### config.mk
export PLATFORM = sky130hd
export DESIGN_NAME = jump_character_top
export DESIGN_NICKNAME = d
export VERILOG_FILES = /design/src/rtl/jump_pkg.sv /design/src/rtl/character_display.sv /design/src/rtl/character_motion.sv /design/src/rtl/command_decoder.sv /design/src/rtl/frame_tick_gen.sv /design/src/rtl/jump_character_top.sv
export SDC_FILE = /design/constraint.sdc
export NUM_CORES = 1
export LEC_CHECK = 0
export BUFFER_PORTS_ARGS = -buffer_cell sky130_fd_sc_hd__buf_2
export CORE_ASPECT_RATIO = 1.5
export CORE_MARGIN = 1
export CORE_UTILIZATION = 65
export DETAILED_ROUTE_END_ITERATION = 10
export PLACE_DENSITY = 0.95
export SYNTH_ARGS = -nofsm -noshare
export SYNTH_HDL_FRONTEND = slang
export SYNTH_HIERARCHICAL = 1
export SYNTH_SLANG_ARGS = --single-unit
### constraint.sdc
create_clock -name sys_clk -period 4.7 [get_ports sys_clk]
set_input_delay 0.94 -clock sys_clk [delete_from_list [all_inputs] [get_ports sys_clk]]
set_output_delay 0.94 -clock sys_clk [all_outputs]
set_load 0.02 [all_outputs]
### src/rtl/jump_pkg.sv
package jump_pkg;

    // Horizontal position width, wraps at the edge of the field
    localparam int POS_X_WIDTH = 10;
    localparam int CMD_WIDTH   = 3;

    // ====================
    // Character motion state
    typedef enum logic [2:0] {
        IDLE           = 3'd0,
        LEFT           = 3'd1,
        RIGHT          = 3'd2,
        CHARGE         = 3'd3,
        JUMP           = 3'd4,
        COLLISION      = 3'd5,   // Reserved, no walls yet
        FALL_TO_GROUND = 3'd6,
        HOLD           = 3'd7    // Reserved
    } char_state_e;

    // ====================
    // Sprite shown on screen
    typedef enum logic [2:0] {
        IDLE_DIS_1         = 3'd0,
        IDLE_DIS_2         = 3'd1,
        CHARGE_DIS         = 3'd2,
        JUMP_UP_DIS        = 3'd3,
        JUMP_DOWN_DIS      = 3'd4,
        FALL_TO_GROUND_DIS = 3'd5
    } display_id_e;

    // ====================
    // Host button events, codes 6 and 7 are illegal
    typedef enum logic [CMD_WIDTH-1:0] {
        PRESS_LEFT    = 3'd0,
        RELEASE_LEFT  = 3'd1,
        PRESS_RIGHT   = 3'd2,
        RELEASE_RIGHT = 3'd3,
        PRESS_JUMP    = 3'd4,
        RELEASE_JUMP  = 3'd5
    } cmd_code_e;

endpackage

### src/rtl/character_display.sv
`timescale 1ns/1ps

module character_display #(
    parameter int PHY_WIDTH    = 15,
    parameter int RATE_WIDTH   = 6,
    parameter int REFRESH_RATE = 32
) (
    input  logic                        sys_clk,
    input  logic                        sys_rst_n,
    input  logic                        frame_tick,
    input  jump_pkg::char_state_e       char_state,
    input  logic signed [PHY_WIDTH-1:0] vel_y,
    output jump_pkg::display_id_e       char_display_id
);

    localparam logic [RATE_WIDTH-1:0] IDLE_BREATHE_TIME   = RATE_WIDTH'(REFRESH_RATE / 2);
    localparam logic [RATE_WIDTH-1:0] FALL_TO_GROUND_TIME = RATE_WIDTH'(REFRESH_RATE);
    localparam logic [RATE_WIDTH-1:0] RATE_LAST           = RATE_WIDTH'(REFRESH_RATE - 1);

    logic                        frame_tick_d;
    jump_pkg::char_state_e       char_state_d;
    logic signed [PHY_WIDTH-1:0] vel_y_d;
    jump_pkg::display_id_e       display_state;
    jump_pkg::display_id_e       next_display_state;
    logic [RATE_WIDTH-1:0]       idle_cnt;
    logic [RATE_WIDTH-1:0]       fall_cnt;

    // ====================
    // Input delay stage
    always_ff @(posedge sys_clk or negedge sys_rst_n) begin
        if (!sys_rst_n) begin
            frame_tick_d <= 1'b0;
            char_state_d <= jump_pkg::IDLE;
            vel_y_d      <= '0;
        end else begin
            frame_tick_d <= frame_tick;
            char_state_d <= char_state;
            vel_y_d      <= vel_y;
        end
    end

    always_ff @(posedge sys_clk or negedge sys_rst_n) begin
        if (!sys_rst_n) begin
            display_state <= jump_pkg::IDLE_DIS_1;
        end else if (frame_tick_d) begin
            display_state <= next_display_state;
        end
    end

    // ====================
    // Sprite selection
    always_comb begin
        case (char_state_d)
            jump_pkg::IDLE: begin
                if (display_state == jump_pkg::FALL_TO_GROUND_DIS &&
                    fall_cnt < FALL_TO_GROUND_TIME - 1'b1) begin
                    next_display_state = jump_pkg::FALL_TO_GROUND_DIS;   // Landing hold
                end else if (vel_y_d > 0) begin
                    next_display_state = jump_pkg::JUMP_UP_DIS;
                end else if (vel_y_d < 0) begin
                    next_display_state = jump_pkg::JUMP_DOWN_DIS;
                end else begin
                    next_display_state = (idle_cnt < IDLE_BREATHE_TIME) ?
                                         jump_pkg::IDLE_DIS_1 : jump_pkg::IDLE_DIS_2;
                end
            end
            jump_pkg::CHARGE:         next_display_state = jump_pkg::CHARGE_DIS;
            jump_pkg::FALL_TO_GROUND: next_display_state = jump_pkg::FALL_TO_GROUND_DIS;
            default:                  next_display_state = jump_pkg::IDLE_DIS_1;
        endcase
    end

    assign char_display_id = display_state;

    // Breathing counter, free running
    always_ff @(posedge sys_clk or negedge sys_rst_n) begin
        if (!sys_rst_n) begin
            idle_cnt <= '0;
        end else if (frame_tick_d) begin
            idle_cnt <= (idle_cnt == RATE_LAST) ? '0 : idle_cnt + 1'b1;
        end
    end

    always_ff @(posedge sys_clk or negedge sys_rst_n) begin
        if (!sys_rst_n) begin
            fall_cnt <= '0;
        end else if (frame_tick_d) begin
            fall_cnt <= (display_state == jump_pkg::FALL_TO_GROUND_DIS) ? fall_cnt + 1'b1 : '0;
        end
    end

    a_sprite_legal : assert property (
        @(posedge sys_clk) disable iff (!sys_rst_n)
        3'(char_display_id) <= 3'd5
    ) else $error("sprite id took an unused code");

endmodule

### src/rtl/character_motion.sv
`timescale 1ns/1ps

module character_motion #(
    parameter int PHY_WIDTH  = 15,
    parameter int MAX_CHARGE = 12
) (
    input  logic                                sys_clk,
    input  logic                                sys_rst_n,
    input  logic                                frame_tick,
    input  logic                                btn_left,
    input  logic                                btn_right,
    input  logic                                btn_jump,
    output jump_pkg::char_state_e               char_state,
    output logic signed [PHY_WIDTH-1:0]         vel_y,
    output logic signed [PHY_WIDTH-1:0]         pos_y,
    output logic [jump_pkg::POS_X_WIDTH-1:0]    pos_x
);

    localparam int CHARGE_WIDTH = $clog2(MAX_CHARGE + 1);

    logic [CHARGE_WIDTH-1:0]     charge;
    logic                        airborne;
    logic signed [PHY_WIDTH-1:0] pos_y_next;
    logic                        landing;
    logic                        charge_full;

    // Height after this tick's velocity step
    assign pos_y_next  = pos_y + vel_y;
    assign landing     = (pos_y_next <= 0);
    assign charge_full = (charge >= CHARGE_WIDTH'(MAX_CHARGE));

    // ====================
    // Airborne flight
    // Buttons are not looked at until the character lands
    // ====================
    // Grounded control
    // Jump has priority over walking, release of a charge launches
    always_ff @(posedge sys_clk or negedge sys_rst_n) begin
        if (!sys_rst_n) begin
            char_state <= jump_pkg::IDLE;
            charge     <= '0;
            airborne   <= 1'b0;
            vel_y      <= '0;
            pos_y      <= '0;
            pos_x      <= '0;
        end else if (frame_tick) begin
            if (airborne) begin
                if (landing) begin
                    pos_y      <= '0;
                    vel_y      <= '0;
                    airborne   <= 1'b0;
                    char_state <= jump_pkg::FALL_TO_GROUND;   // One tick only
                end else begin
                    pos_y      <= pos_y_next;
                    vel_y      <= vel_y - 1;   // Gravity
                    char_state <= jump_pkg::IDLE;
                end
            end else if (btn_jump) begin
                char_state <= jump_pkg::CHARGE;
                if (!charge_full) begin
                    charge <= charge + 1'b1;
                end
            end else if (char_state == jump_pkg::CHARGE) begin
                char_state <= jump_pkg::JUMP;
                vel_y      <= PHY_WIDTH'(charge);   // Launch speed from charge
                charge     <= '0;
                airborne   <= 1'b1;
            end else if (btn_right) begin
                char_state <= jump_pkg::RIGHT;
                pos_x      <= pos_x + 1'b1;
            end else if (btn_left) begin
                char_state <= jump_pkg::LEFT;
                pos_x      <= pos_x - 1'b1;
            end else begin
                char_state <= jump_pkg::IDLE;
            end
        end
    end

    // Height is clamped at the ground on every landing
    a_pos_y_nonneg : assert property (
        @(posedge sys_clk) disable iff (!sys_rst_n)
        pos_y >= 0
    ) else $error("pos_y went below ground");

endmodule

### src/rtl/command_decoder.sv
`timescale 1ns/1ps

module command_decoder (
    input  logic       sys_clk,
    input  logic       sys_rst_n,
    input  logic       cmd_req,
    input  logic [2:0] cmd_code,
    output logic       cmd_ack,
    output logic       cmd_err,
    output logic       btn_left,
    output logic       btn_right,
    output logic       btn_jump
);

    logic cmd_take;
    logic cmd_done;

    assign cmd_take = cmd_req && !cmd_ack;   // New request, code is stable
    assign cmd_done = cmd_ack && !cmd_req;   // Host has dropped req

    // ====================
    // Four-phase slave and held button levels
    always_ff @(posedge sys_clk or negedge sys_rst_n) begin
        if (!sys_rst_n) begin
            cmd_ack   <= 1'b0;
            cmd_err   <= 1'b0;
            btn_left  <= 1'b0;
            btn_right <= 1'b0;
            btn_jump  <= 1'b0;
        end else if (cmd_take) begin
            cmd_ack <= 1'b1;
            cmd_err <= 1'b0;
            case (cmd_code)
                jump_pkg::PRESS_LEFT: begin
                    btn_left  <= 1'b1;
                    btn_right <= 1'b0;   // Only one direction at a time
                end
                jump_pkg::RELEASE_LEFT: begin
                    btn_left <= 1'b0;
                end
                jump_pkg::PRESS_RIGHT: begin
                    btn_right <= 1'b1;
                    btn_left  <= 1'b0;
                end
                jump_pkg::RELEASE_RIGHT: begin
                    btn_right <= 1'b0;
                end
                jump_pkg::PRESS_JUMP: begin
                    btn_jump <= 1'b1;
                end
                jump_pkg::RELEASE_JUMP: begin
                    btn_jump <= 1'b0;
                end
                default: begin
                    cmd_err <= 1'b1;   // Acked anyway, buttons kept
                end
            endcase
        end else if (cmd_done) begin
            cmd_ack <= 1'b0;
        end
    end

    // Ack only answers a live request
    a_ack_after_req : assert property (
        @(posedge sys_clk) disable iff (!sys_rst_n)
        $rose(cmd_ack) |-> $past(cmd_req)
    ) else $error("cmd_ack rose without cmd_req");

    a_one_direction : assert property (
        @(posedge sys_clk) disable iff (!sys_rst_n)
        !(btn_left && btn_right)
    ) else $error("left and right held together");

endmodule

### src/rtl/frame_tick_gen.sv
`timescale 1ns/1ps

module frame_tick_gen #(
    parameter int TICK_DIV = 4
) (
    input  logic sys_clk,
    input  logic sys_rst_n,
    output logic frame_tick
);

    localparam int CNT_WIDTH = (TICK_DIV > 1) ? $clog2(TICK_DIV) : 1;
    localparam logic [CNT_WIDTH-1:0] RELOAD = CNT_WIDTH'(TICK_DIV - 1);

    logic [CNT_WIDTH-1:0] div_cnt;

    always_ff @(posedge sys_clk or negedge sys_rst_n) begin
        if (!sys_rst_n) begin
            div_cnt    <= RELOAD;
            frame_tick <= 1'b0;
        end else if (div_cnt == '0) begin
            div_cnt    <= RELOAD;
            frame_tick <= 1'b1;   // One cycle per frame
        end else begin
            div_cnt    <= div_cnt - 1'b1;
            frame_tick <= 1'b0;
        end
    end

    // Tick is a single-cycle enable unless the divider is bypassed
    a_tick_single : assert property (
        @(posedge sys_clk) disable iff (!sys_rst_n)
        (frame_tick && TICK_DIV > 1) |=> !frame_tick
    ) else $error("frame_tick high on two cycles in a row");

endmodule

### src/rtl/jump_character_top.sv
`timescale 1ns/1ps

module jump_character_top #(
    parameter int TICK_DIV     = 4,
    parameter int PHY_WIDTH    = 15,
    parameter int RATE_WIDTH   = 6,
    parameter int REFRESH_RATE = 32,
    parameter int MAX_CHARGE   = 12
) (
    input  logic                             sys_clk,
    input  logic                             sys_rst_n,
    input  logic                             cmd_req,
    input  logic [2:0]                       cmd_code,
    output logic                             cmd_ack,
    output logic                             cmd_err,
    output jump_pkg::char_state_e            char_state,
    output jump_pkg::display_id_e            char_display_id,
    output logic [jump_pkg::POS_X_WIDTH-1:0] pos_x,
    output logic signed [PHY_WIDTH-1:0]      pos_y,
    output logic                             frame_tick
);

    logic                        btn_left;
    logic                        btn_right;
    logic                        btn_jump;
    logic signed [PHY_WIDTH-1:0] vel_y;

    frame_tick_gen #(
        .TICK_DIV (TICK_DIV)
    ) frame_tick_gen_i (
        .sys_clk    (sys_clk),
        .sys_rst_n  (sys_rst_n),
        .frame_tick (frame_tick)
    );

    // Decode stage
    command_decoder command_decoder_i (
        .sys_clk   (sys_clk),
        .sys_rst_n (sys_rst_n),
        .cmd_req   (cmd_req),
        .cmd_code  (cmd_code),
        .cmd_ack   (cmd_ack),
        .cmd_err   (cmd_err),
        .btn_left  (btn_left),
        .btn_right (btn_right),
        .btn_jump  (btn_jump)
    );

    // Execute stage
    character_motion #(
        .PHY_WIDTH  (PHY_WIDTH),
        .MAX_CHARGE (MAX_CHARGE)
    ) character_motion_i (
        .sys_clk    (sys_clk),
        .sys_rst_n  (sys_rst_n),
        .frame_tick (frame_tick),
        .btn_left   (btn_left),
        .btn_right  (btn_right),
        .btn_jump   (btn_jump),
        .char_state (char_state),
        .vel_y      (vel_y),
        .pos_y      (pos_y),
        .pos_x      (pos_x)
    );

    // Result stage
    character_display #(
        .PHY_WIDTH    (PHY_WIDTH),
        .RATE_WIDTH   (RATE_WIDTH),
        .REFRESH_RATE (REFRESH_RATE)
    ) character_display_i (
        .sys_clk         (sys_clk),
        .sys_rst_n       (sys_rst_n),
        .frame_tick      (frame_tick),
        .char_state      (char_state),
        .vel_y           (vel_y),
        .char_display_id (char_display_id)
    );

endmodule

Yosys cells after proc, flatten, opt, wreduce, memory -nomap -nowiden
Cells that the tools add are included.
Cells by class
  add/sub/neg operators: 8
  multipliers: 0
  divide/modulo/power cells: 0
  $lt $le $gt $ge: 6
  equality and inequality tests: 12
  shift operators: 0
  mux-type cells: 35
  bitwise gates (word level): 3
  reduce and logical (&&, ||, !) cells: 25
Operators by type and width (number)
  15-bit two-way mux: 5
  3-bit two-way mux: 8
  10-bit two-way mux: 2
  15-bit adder: 1
  15-bit by 1-bit > comparator with 1-bit output (second input constant): 1
  15-bit by 1-bit <= comparator with 1-bit output (second input constant): 1
  15-bit by 1-bit less-than comparator with 1-bit output (second input constant): 1
  15-bit by 2-bit subtractor with 15-bit output (second input constant): 1
  2-bit nonzero test: 7
  6-bit by 1-bit adder with 6-bit output (second input constant): 2
  3-bit by 2-bit equality test with 1-bit output (second input constant): 4
  3-bit equality test (second input constant): 4
  6-bit by 5-bit less-than comparator with 1-bit output (second input constant): 2
  4-bit two-way mux: 3
  6-bit two-way mux: 2
  10-bit by 1-bit adder with 10-bit output (second input constant): 1
  1-bit two-way mux: 10
  10-bit by 1-bit subtractor with 10-bit output (second input constant): 1
  3-bit case mux with 3 select lines: 1
  2-bit AND reduction: 4
  6-bit by 5-bit equality test with 1-bit output (second input constant): 1
  3-bit logical NOT: 2
  1-bit case mux with 2 select lines: 3
  6-bit OR reduction: 1
  other kinds (15): 21
Storage, ports and cells
  flip-flop bits (word level): 90
  latch bits: 0
  bits in writable memories: 0
  ROM bits: 0
  output and inout bits: 34
  word-level logic and storage cells: 108
  memories kept: 0

Longest topological paths before layout
Gate-level depths: netlist (run 1).
  depth after elaboration: 6
  gate-level depth with buffers: 12
  depth with buffers taken out: 11

Cells and area by module
Netlist (run 1), hierarchy kept.
By module, submodules not included
  character_motion: times used 1, cells each 383, area each 3533.4 um^2, seq. area each 1201.2 um^2
  character_display: times used 1, cells each 110, area each 1318.8 um^2, seq. area each 850.8 um^2
  command_decoder: times used 1, cells each 22, area each 230.2 um^2, seq. area each 125.1 um^2
  frame_tick_gen: times used 1, cells each 8, area each 107.6 um^2, seq. area each 77.6 um^2

Least setup slack after synthesis (run 1)
Ideal clock, no wire load.
  kind: reg-to-reg
  start: register character_motion_i.pos_y[0]
  end: register character_motion_i.vel_y[10]
  library setup time: 146 ps
  arrival: 2727 ps
  data required time: 4554 ps
  slack: 1827 ps
  cell stages (with the launch flop): 13
  period minus slack after synthesis: 2873 ps
  cell sequence: dfrtp_1 > ha_1 > inv_1 > fa_1 > nand2b_1 > a21oi_1 > o21ai_1 > a32oi_1 > nand4_1 > nor4_4 > or2_4 > buf_12 > a211oi_2
On the way
  word-level cells in the longest chain between the ends: 4
Ends and longest elaborated chain
  start: declaration: line character_motion.sv:15  | output logic signed [PHY_WIDTH-1:0] pos_y,
  start signal: assignment: line character_motion.sv:54  | pos_y <= pos_y_next;
  15-bit adder: line character_motion.sv:28  | assign pos_y_next = pos_y + vel_y;
  15-bit by 1-bit <= comparator with 1-bit output: line character_motion.sv:29  | assign landing = (pos_y_next <= 0);
  15-bit two-way mux: line character_motion.sv:48  | if (landing) begin
  15-bit two-way mux: line character_motion.sv:47  | if (airborne) begin
  end signal: assignment: line character_motion.sv:55  | vel_y <= vel_y - 1;
  end signal: assignment: line character_motion.sv:65  | vel_y <= PHY_WIDTH'(charge);
  end: declaration: line character_motion.sv:14  | output logic signed [PHY_WIDTH-1:0] vel_y,
Every way passes these cells.
A chain may end at the register's enable or synchronous reset.

Final worst setup path (run 1)
  start: register character_motion_i.vel_y[0]
  end: register character_motion_i.vel_y[10]
On the way
  word-level cells in the longest chain between the ends: 4
  elaborated cells on any way between the ends: 5
  those cells by class: add/sub: 2; order compare: 1; mux: 2
Ends and longest elaborated chain (line)
  15-bit adder: character_motion.sv:28
  15-bit by 1-bit <= comparator with 1-bit output: character_motion.sv:29
  15-bit two-way mux (*): character_motion.sv:48
  15-bit two-way mux (*): character_motion.sv:47
Mark *: on every way between the ends. The rest lies on a longest branch, timed or not.

==> summary.txt, run 1 <==
Floorplanning
  • Initial Utilization: 0.677
  • Num rows: 39
  • I/O pins: 40
  • Die ar.: 8350 um^2
  • Die extent in y: between 100 and 150 um
  • Core area: between 7000 and 8000 um^2
  • Die width: about 75 um

Clock network
  • Worst skew pair latency: roughly 350 ps
  • Setup Fix Bufs, Post-CTS: 0
  • H-Tree Depth: 3
  • Root Buffer Master: clkbuf_16
  • CTS resizes: 0
  • Longest Clk Path Bufs: 2
  • CTS Buf Count: 9
  • Clock slew at reported path FFs: around 70 ps
  • CTS Hold Bufs: 0
  • TritonCTS clock tree: yes
  • Clock sinks: 90

Yosys
  • Yosys cell types: about 80
  • Async S/R FF share, synth: 1.00
  • Synth warn: 6
  • Post-Synthesis Cells: about 520
  • Synth cell count leaders: 88 x dfrtp_1, 61 x nand2_1, 36 x o21ai_0
  • Top_reg_cell synth: dfrtp_1
  • Post-synth EDFFs: 0
  • Most common cell in the synthesized netlist: dfrtp_1
  • Yosys top cell area share: 0.424
  • Synthesized area per cell: about 10 um^2
  • Area contributors post-synth: dfrtp_1 42%, ha_1 6.8%, nand2_1 4.4%, o21ai_0 3.5%, xnor2_1 3.0%
  • Syn nets: 559
  • Register area share after synthesis: 0.434
  • Yosys top cell by area: dfrtp_1
  • Synth Register Bits: 90
  • Mapped cell area: between 5000 and 6000 um^2

Cells and area
  • FILL cells: between 500 and 600
  • Area grow syn2layout: 10.6%
  • Antenna diodes: 0
  • Layout cell share with drive strength beyond 1: 0.174
  • Final Net Count: a little under 600

Setup path
  • Slowest CP cell: or2_4
  • Capture point of the worst reg-to-reg path: character_motion_i/vel_y[10]
  • Critical path class: flop to flop
  • Crit path cell chain: ha_1 > inv_1 > fa_1 > nand2b_1 > a21oi_1 > o22ai_1 > xor2_1 > nand4_1 > nor4_4 > or2_4 > a211oi_2
  • Endpoint class of the critical path: flop
  • Critical Path End: character_motion_i/vel_y[10]
  • CP peak stage delay: ~460 ps
  • Worst-path maximum fanout: 22
  • Crit path max-delay family: simple AND/OR/NAND/NOR gates
  • Startpoint types: flop
  • Buf/Inv on CP: 1
  • Crit path from: character_motion_i/vel_y[0]
  • Worst-case reg-to-reg path depth: 11
  • Stages on worst setup path: 11
  • Crit path arrival time: 3600 ps
  • Worst Path Required: approximately 5000 ps
  • Worst reg2reg startpoint: character_motion_i/vel_y[0]
  • Worst reg-to-reg setup slack: 1280 ps

Hold path
  • Hold Crit Class: flop to flop
  • Hold Path Cell Cnt: 0

Run
  • Max-Cap Viols: 0

Routing
  • Pre-Repair DR Iteration Count: 5
  • Final WL: 12.2 mm
  • Post-route ant nets: 0
  • DR iter-0 viols: about 320
  • Wire length per cell: ~18 um
  • Residual DRC: 0
  • Vias: ~4300
  • Average via count per standard cell: around 6.5

Placed design
  • GP Congestion: ~1
  • Pre-CTS setup slack: 1360 ps
  • IO buf count: 39
  • DPL Wire Length: between 8 and 9 mm

STA
  • Fin. max-slew vios: 0
  • PnR worst setup slack: about 1300 ps
  • Minimum clock period: ~3400 ps
  • Achievable frequency: 292 MHz
  • RSZ-0062 raised after global routing: false
  • Max-slew headroom: 0.186
  • Final setup TNS: 0 ps
  • Fin crit share: 0.728
  • Slew @ Worst Pin: around 1200 ps
  • Worst Skew: around 10 ps
  • Final Hold Vio Count: 0
  • Final-report setup violation count: 0

Global route
  • Largest net degree at the start of global routing: 53
  • Global-route usage over all layers: 0.316
  • First-pass GRT wire length: 20.0 mm
  • Grt ovf: 0
  • Antenna violations before repair: 0
  • Number of global-route vias before repair: roughly 4300

Power and ir drop
  • Pwr dens: 756 nW/um^2
  • Worst IR Drop VDD: ~0.00059 V
  • Leakage: approximately 2.6 nW

Outcome
  • Status: finished, final reports clean
==> per-layer routing <==
metal / GRT usage / vias up / part of all wire
li1: - / 1990 / -
met1: 0.343 / 2081 / 0.37
met2: 0.535 / 188 / 0.53
met3: 0.0543 / 66 / 0.048
met4: 0.226 / 0 / 0.058
met5: 0 / - / 0
==> through the flow <==
| step | cells | power, W | hold WS [ps] | util | cell area (um^2) |
|---|---|---|---|---|---|
| after global placement | 650 | 0.00337 | 412 | 0.708 | 5420 |
| after floorplan | 523 | 0.00302 | 392 | - | 5190 |
| after CTS | 666 | 0.00431 | 429 | 0.749 | 5740 |
| after global routing | 666 | 0.00459 | 453 | 0.749 | 5740 |
| after detailed placement | 650 | 0.00351 | 414 | 0.708 | 5420 |
| final | 666 | 0.00434 | 424 | 0.749 | 5740 |
==> report_power, final <==
| group | leakage, nW | internal (W) | switching [W] |
|---|---|---|---|
| clock network | 0.151 | 0.000470 | 0.000317 |
| registers | 1.15 | 0.00103 | 0.000279 |
| logic | 1.32 | 0.000869 | 0.00137 |
| total | 2.62 | 0.00237 | 0.00197 |
==> layout make-up <==
| cell class | instances | area [um^2] | share of cell area |
|---|---|---|---|
| multi-input cells | 395 | 2740 | 0.478 |
| flip-flops and latches | 90 | 2250 | 0.393 |
| clock buffers | 11 | 233 | 0.0405 |
| repair buffers | 41 | 213 | 0.0371 |
| well taps | 102 | 128 | 0.0222 |
| clock inverters | 5 | 85.1 | 0.0148 |
| inverters | 22 | 82.6 | 0.0144 |
==> placed cells by master, fill, tap and decap left out, types with 7 or more instances in the layout <==
| cell type | Yosys | layout |
|---|---|---|
| clkbuf_16 | 0 | 9 |
| nor3_1 | 9 | 9 |
| and2_1 | 8 | 8 |
| nand4_1 | 9 | 9 |
| inv_1 | 22 | 22 |
| dfrtp_1 | 88 | 88 |
| xor2_1 | 12 | 12 |
| o21ai_0 | 36 | 36 |
| nand2_1 | 61 | 61 |
| o31ai_1 | 7 | 7 |
| ha_1 | 28 | 28 |
| a211oi_2 | 10 | 10 |
| a21oi_1 | 25 | 25 |
| xnor2_1 | 18 | 18 |
| buf_2 | 4 | 38 |
| nand3_1 | 15 | 15 |
| nor2_1 | 33 | 33 |
==> logic make-up (layout without fill, tap and decap cells) <==
kind of cell,count (synthesis),in the layout,share of synthesized area
buffers and inverters,38,79,0.0369
AOI/OAI and AO/OA,146,146,0.206
adders and majority gates,30,30,0.0752
DFF,90,90,0.434
and+or+nand+nor,182,182,0.182
muxes,7,7,0.0147
xor gates and xnor gates,30,30,0.0506
==> worst register-to-register path, delay by kind of cell (launching register included) <==
| family | cells | cell delay [ps] |
|---|---|---|
| xor+xnor | 1 | 200 |
| simple gates | 4 | 1230 |
| flops | 1 | 420 |
| compound gates | 3 | 630 |
| fa+ha+maj | 2 | 680 |
| buf+inv | 1 | 70 |
==> how the worst min path moves through the flow <==
stage / slack [ps] / from / to
6_report: 420 / character_motion_i/vel_y[1] / character_display_i/vel_y_d[1]
5_1_grt: 450 / character_motion_i/vel_y[1] / character_display_i/vel_y_d[1]
4_1_cts: 430 / character_motion_i/vel_y[1] / character_display_i/vel_y_d[1]
3_5_place_dp: 410 / character_motion_i/vel_y[1] / character_display_i/vel_y_d[1]
3_3_place_gp: 410 / character_motion_i/vel_y[1] / character_display_i/vel_y_d[1]
2_1_floorplan: 390 / character_motion_i/vel_y[1] / character_display_i/vel_y_d[1]
==> sequential cells by signal, summed over array words and instances (netlist names), 2 cells and up <==
register	count
character_display_i/char_display_id	3
character_display_i/char_state_d	3
character_display_i/fall_cnt	6
character_display_i/idle_cnt	6
character_display_i/vel_y_d	15
character_motion_i/char_state	3
character_motion_i/charge	4
character_motion_i/pos_x	10
character_motion_i/pos_y	15
character_motion_i/vel_y	15
frame_tick_gen_i/div_cnt	2
No activity file was read; power rests on OpenSTA's default activity.
==> inputs of run 2 (changes only) <==
Settings changed: CORE_UTILIZATION 65 to 61, PLACE_DENSITY 0.95 to 0.92.
Clock period 4.7 ns to 3.6 ns, I/O delays scaled along.
==> run 2 against run 1 <==
  * Flip-flop and latch count did not move
  * Critical path depth unchanged
  * Clock skew decreased by 3.4 ps
  * First-iteration DRC count down 5.7%
  * Non-clock buffer count grew 4
  * Combinational power rose by 30%
  * Total power grew 29%
  * Sequential power grew 31%
  * Global-route usage shrank 3.3 points
  * Die area rose by 6.4%
  * Largest power group unchanged
==> summary.txt, run 2 (synthesis results as in run 1) <==
Setup path
  • Startpoint types: flop
  • Capture point of the worst reg-to-reg path: character_motion_i/vel_y[13]
  • Worst-path maximum fanout: 22
  • Worst reg-to-reg setup slack: roughly 250 ps
  • Worst reg2reg startpoint: character_motion_i/vel_y[0]
  • Crit path from: character_motion_i/vel_y[0]
  • Endpoint class of the critical path: flop
  • Slowest CP cell: or2_4
  • Critical path class: flop to flop
  • Worst-case reg-to-reg path depth: 11
  • CP peak stage delay: 460 ps
  • Worst Path Required: ~3800 ps
  • Crit path arrival time: about 3500 ps
  • Crit path cell chain: ha_1 > inv_1 > fa_1 > nand2b_1 > a21oi_1 > o22ai_1 > xor2_1 > nand4_1 > nor4_4 > or2_4 > a211oi_1

Placed design
  • IO buf count: 39
  • DPL Wire Length: approximately 8.0 mm
  • GP Congestion: between 0.9 and 1
  • Placed Area: 5460 um^2

Hold path
  • Hold Path Cell Cnt: 0
  • Hold Path End: character_display_i/vel_y_d[1]
  • Hold Crit Class: flop to flop
  • HP Start: character_motion_i/vel_y[1]

STA
  • Max-slew headroom: 0.161
  • Final setup TNS: 0 ps
  • Minimum clock period: roughly 3400 ps
  • Final-report setup violation count: 0
  • Final Hold Vio Count: 0
  • Worst Skew: between 6 and 7 ps
  • RSZ-0062 raised after global routing: false
  • Achievable frequency: 298 MHz
  • Slew @ Worst Pin: between 1000 and 1500 ps
  • Fin crit share: 0.931
  • Fin. max-slew vios: 0

Outcome
  • Status: finished, final reports clean

Cells and area
  • FILL cells: between 500 and 600
  • Most frequent cells in the layout: 88 x dfrtp_1, 61 x nand2_1, 38 x buf_2
  • Final core occ: 0.710
  • Area grow syn2layout: 10.9%
  • Final Net Count: roughly 600
  • Regs by FF count: character_display_i/vel_y_d: 15 flops, character_motion_i/pos_y: 15 flops, character_motion_i/vel_y: 15 flops
  • Layout cell share with drive strength beyond 1: 0.183
  • Most common cell after layout, fill and taps aside: dfrtp_1
  • Design area: between 5000 and 6000 um^2
  • Antenna diodes: 0

Clock network
  • Worst skew pair latency: 340 ps
  • H-Tree Depth: 3
  • CTS Buf Count: 9
  • CTS resizes: 0
  • Setup Fix Bufs, Post-CTS: 0
  • TritonCTS clock tree: yes
  • CTS Hold Bufs: 0
  • Longest Clk Path Bufs: 2
  • Clock slew at reported path FFs: around 70 ps
  • Root Buffer Master: clkbuf_16
  • Clock sinks: 90

Routing
  • Average via count per standard cell: 6.27
  • Post-route ant nets: 0
  • Final WL: 11.5 mm
  • Vias: about 4200
  • Residual DRC: 0
  • Wire length per cell: between 15 and 20 um
  • DR iter-0 viols: between 200 and 300
  • Pre-Repair DR Iteration Count: 4

Floorplanning
  • Die ar.: about 8900 um^2
  • Num rows: 40
  • Core area: 8110 um^2
  • Die width: approximately 77 um
  • Die extent in y: 115 um
  • Initial Utilization: 0.640
  • I/O pins: 40

Power and ir drop
  • Worst IR Drop VDD: between 0.0006 and 0.0007 V
  • Leakage: roughly 2.6 nW
  • Pwr dens: 971 nW/um^2

Global route
  • First-pass GRT wire length: approximately 20 mm
  • Largest net degree at the start of global routing: 74
  • Grt ovf: 0
  • Antenna violations before repair: 0
  • Global-route usage over all layers: 0.283
  • Number of global-route vias before repair: roughly 4200

Run
  • Max-Cap Viols: 0
## run 2: cell type report
class	count	area, um^2	area share
Multi-Input combinational cell	395	2740	0.477
Clock buffer	9	225	0.0391
Sequential cell	90	2250	0.392
Tap cell	105	131	0.0228
Timing Repair Buffer	45	243	0.0422
Clock inverter	7	76.3	0.0133
Inverter	22	82.6	0.0143
## run 2: per-stage QoR
step	power [W]	worst slack, ps	hold slack (ps)	cells
after global routing	0.00598	2.33	462	673
after detailed placement	0.00458	326	415	657
after CTS	0.00557	258	430	673
final	0.00559	249	434	673
after floorplan	0.00394	727	392	523
after global placement	0.00443	470	421	657
## run 2: power breakdown
group          leakage [nW]  switching [W]  internal, W
logic                  1.34        0.00177      0.00115
clock network         0.148       0.000411     0.000544
registers              1.15       0.000361      0.00135
## run 2: worst max-delay path by stage
stage               cells past startpoint                      endpoint
finish                                 11  character_motion_i/vel_y[13]
global route                           11  character_motion_i/vel_y[13]
CTS                                    11  character_motion_i/vel_y[13]
detailed placement                     11  character_motion_i/vel_y[13]
global placement                       11  character_motion_i/vel_y[13]
floorplan                              12  character_motion_i/vel_y[10]
## run 2: per-layer routing
metal	part of all wire	vias up	global-route usage	routed length, um
met3	0.049	41	0.0500	567
li1	-	1986	-	-
met2	0.52	136	0.486	6000
met4	0.044	0	0.166	506
met1	0.39	2059	0.333	4440
met5	0	-	0	0
## run 2: worst max-delay path, delay by kind of cell, from the launching register on
kind | cells | cell delay [ps]
buf+inv | 1 | 80
compound gates | 3 | 610
xor+xnor | 1 | 220
simple gates | 4 | 1190
fa+ha+maj | 2 | 670
flops | 1 | 410
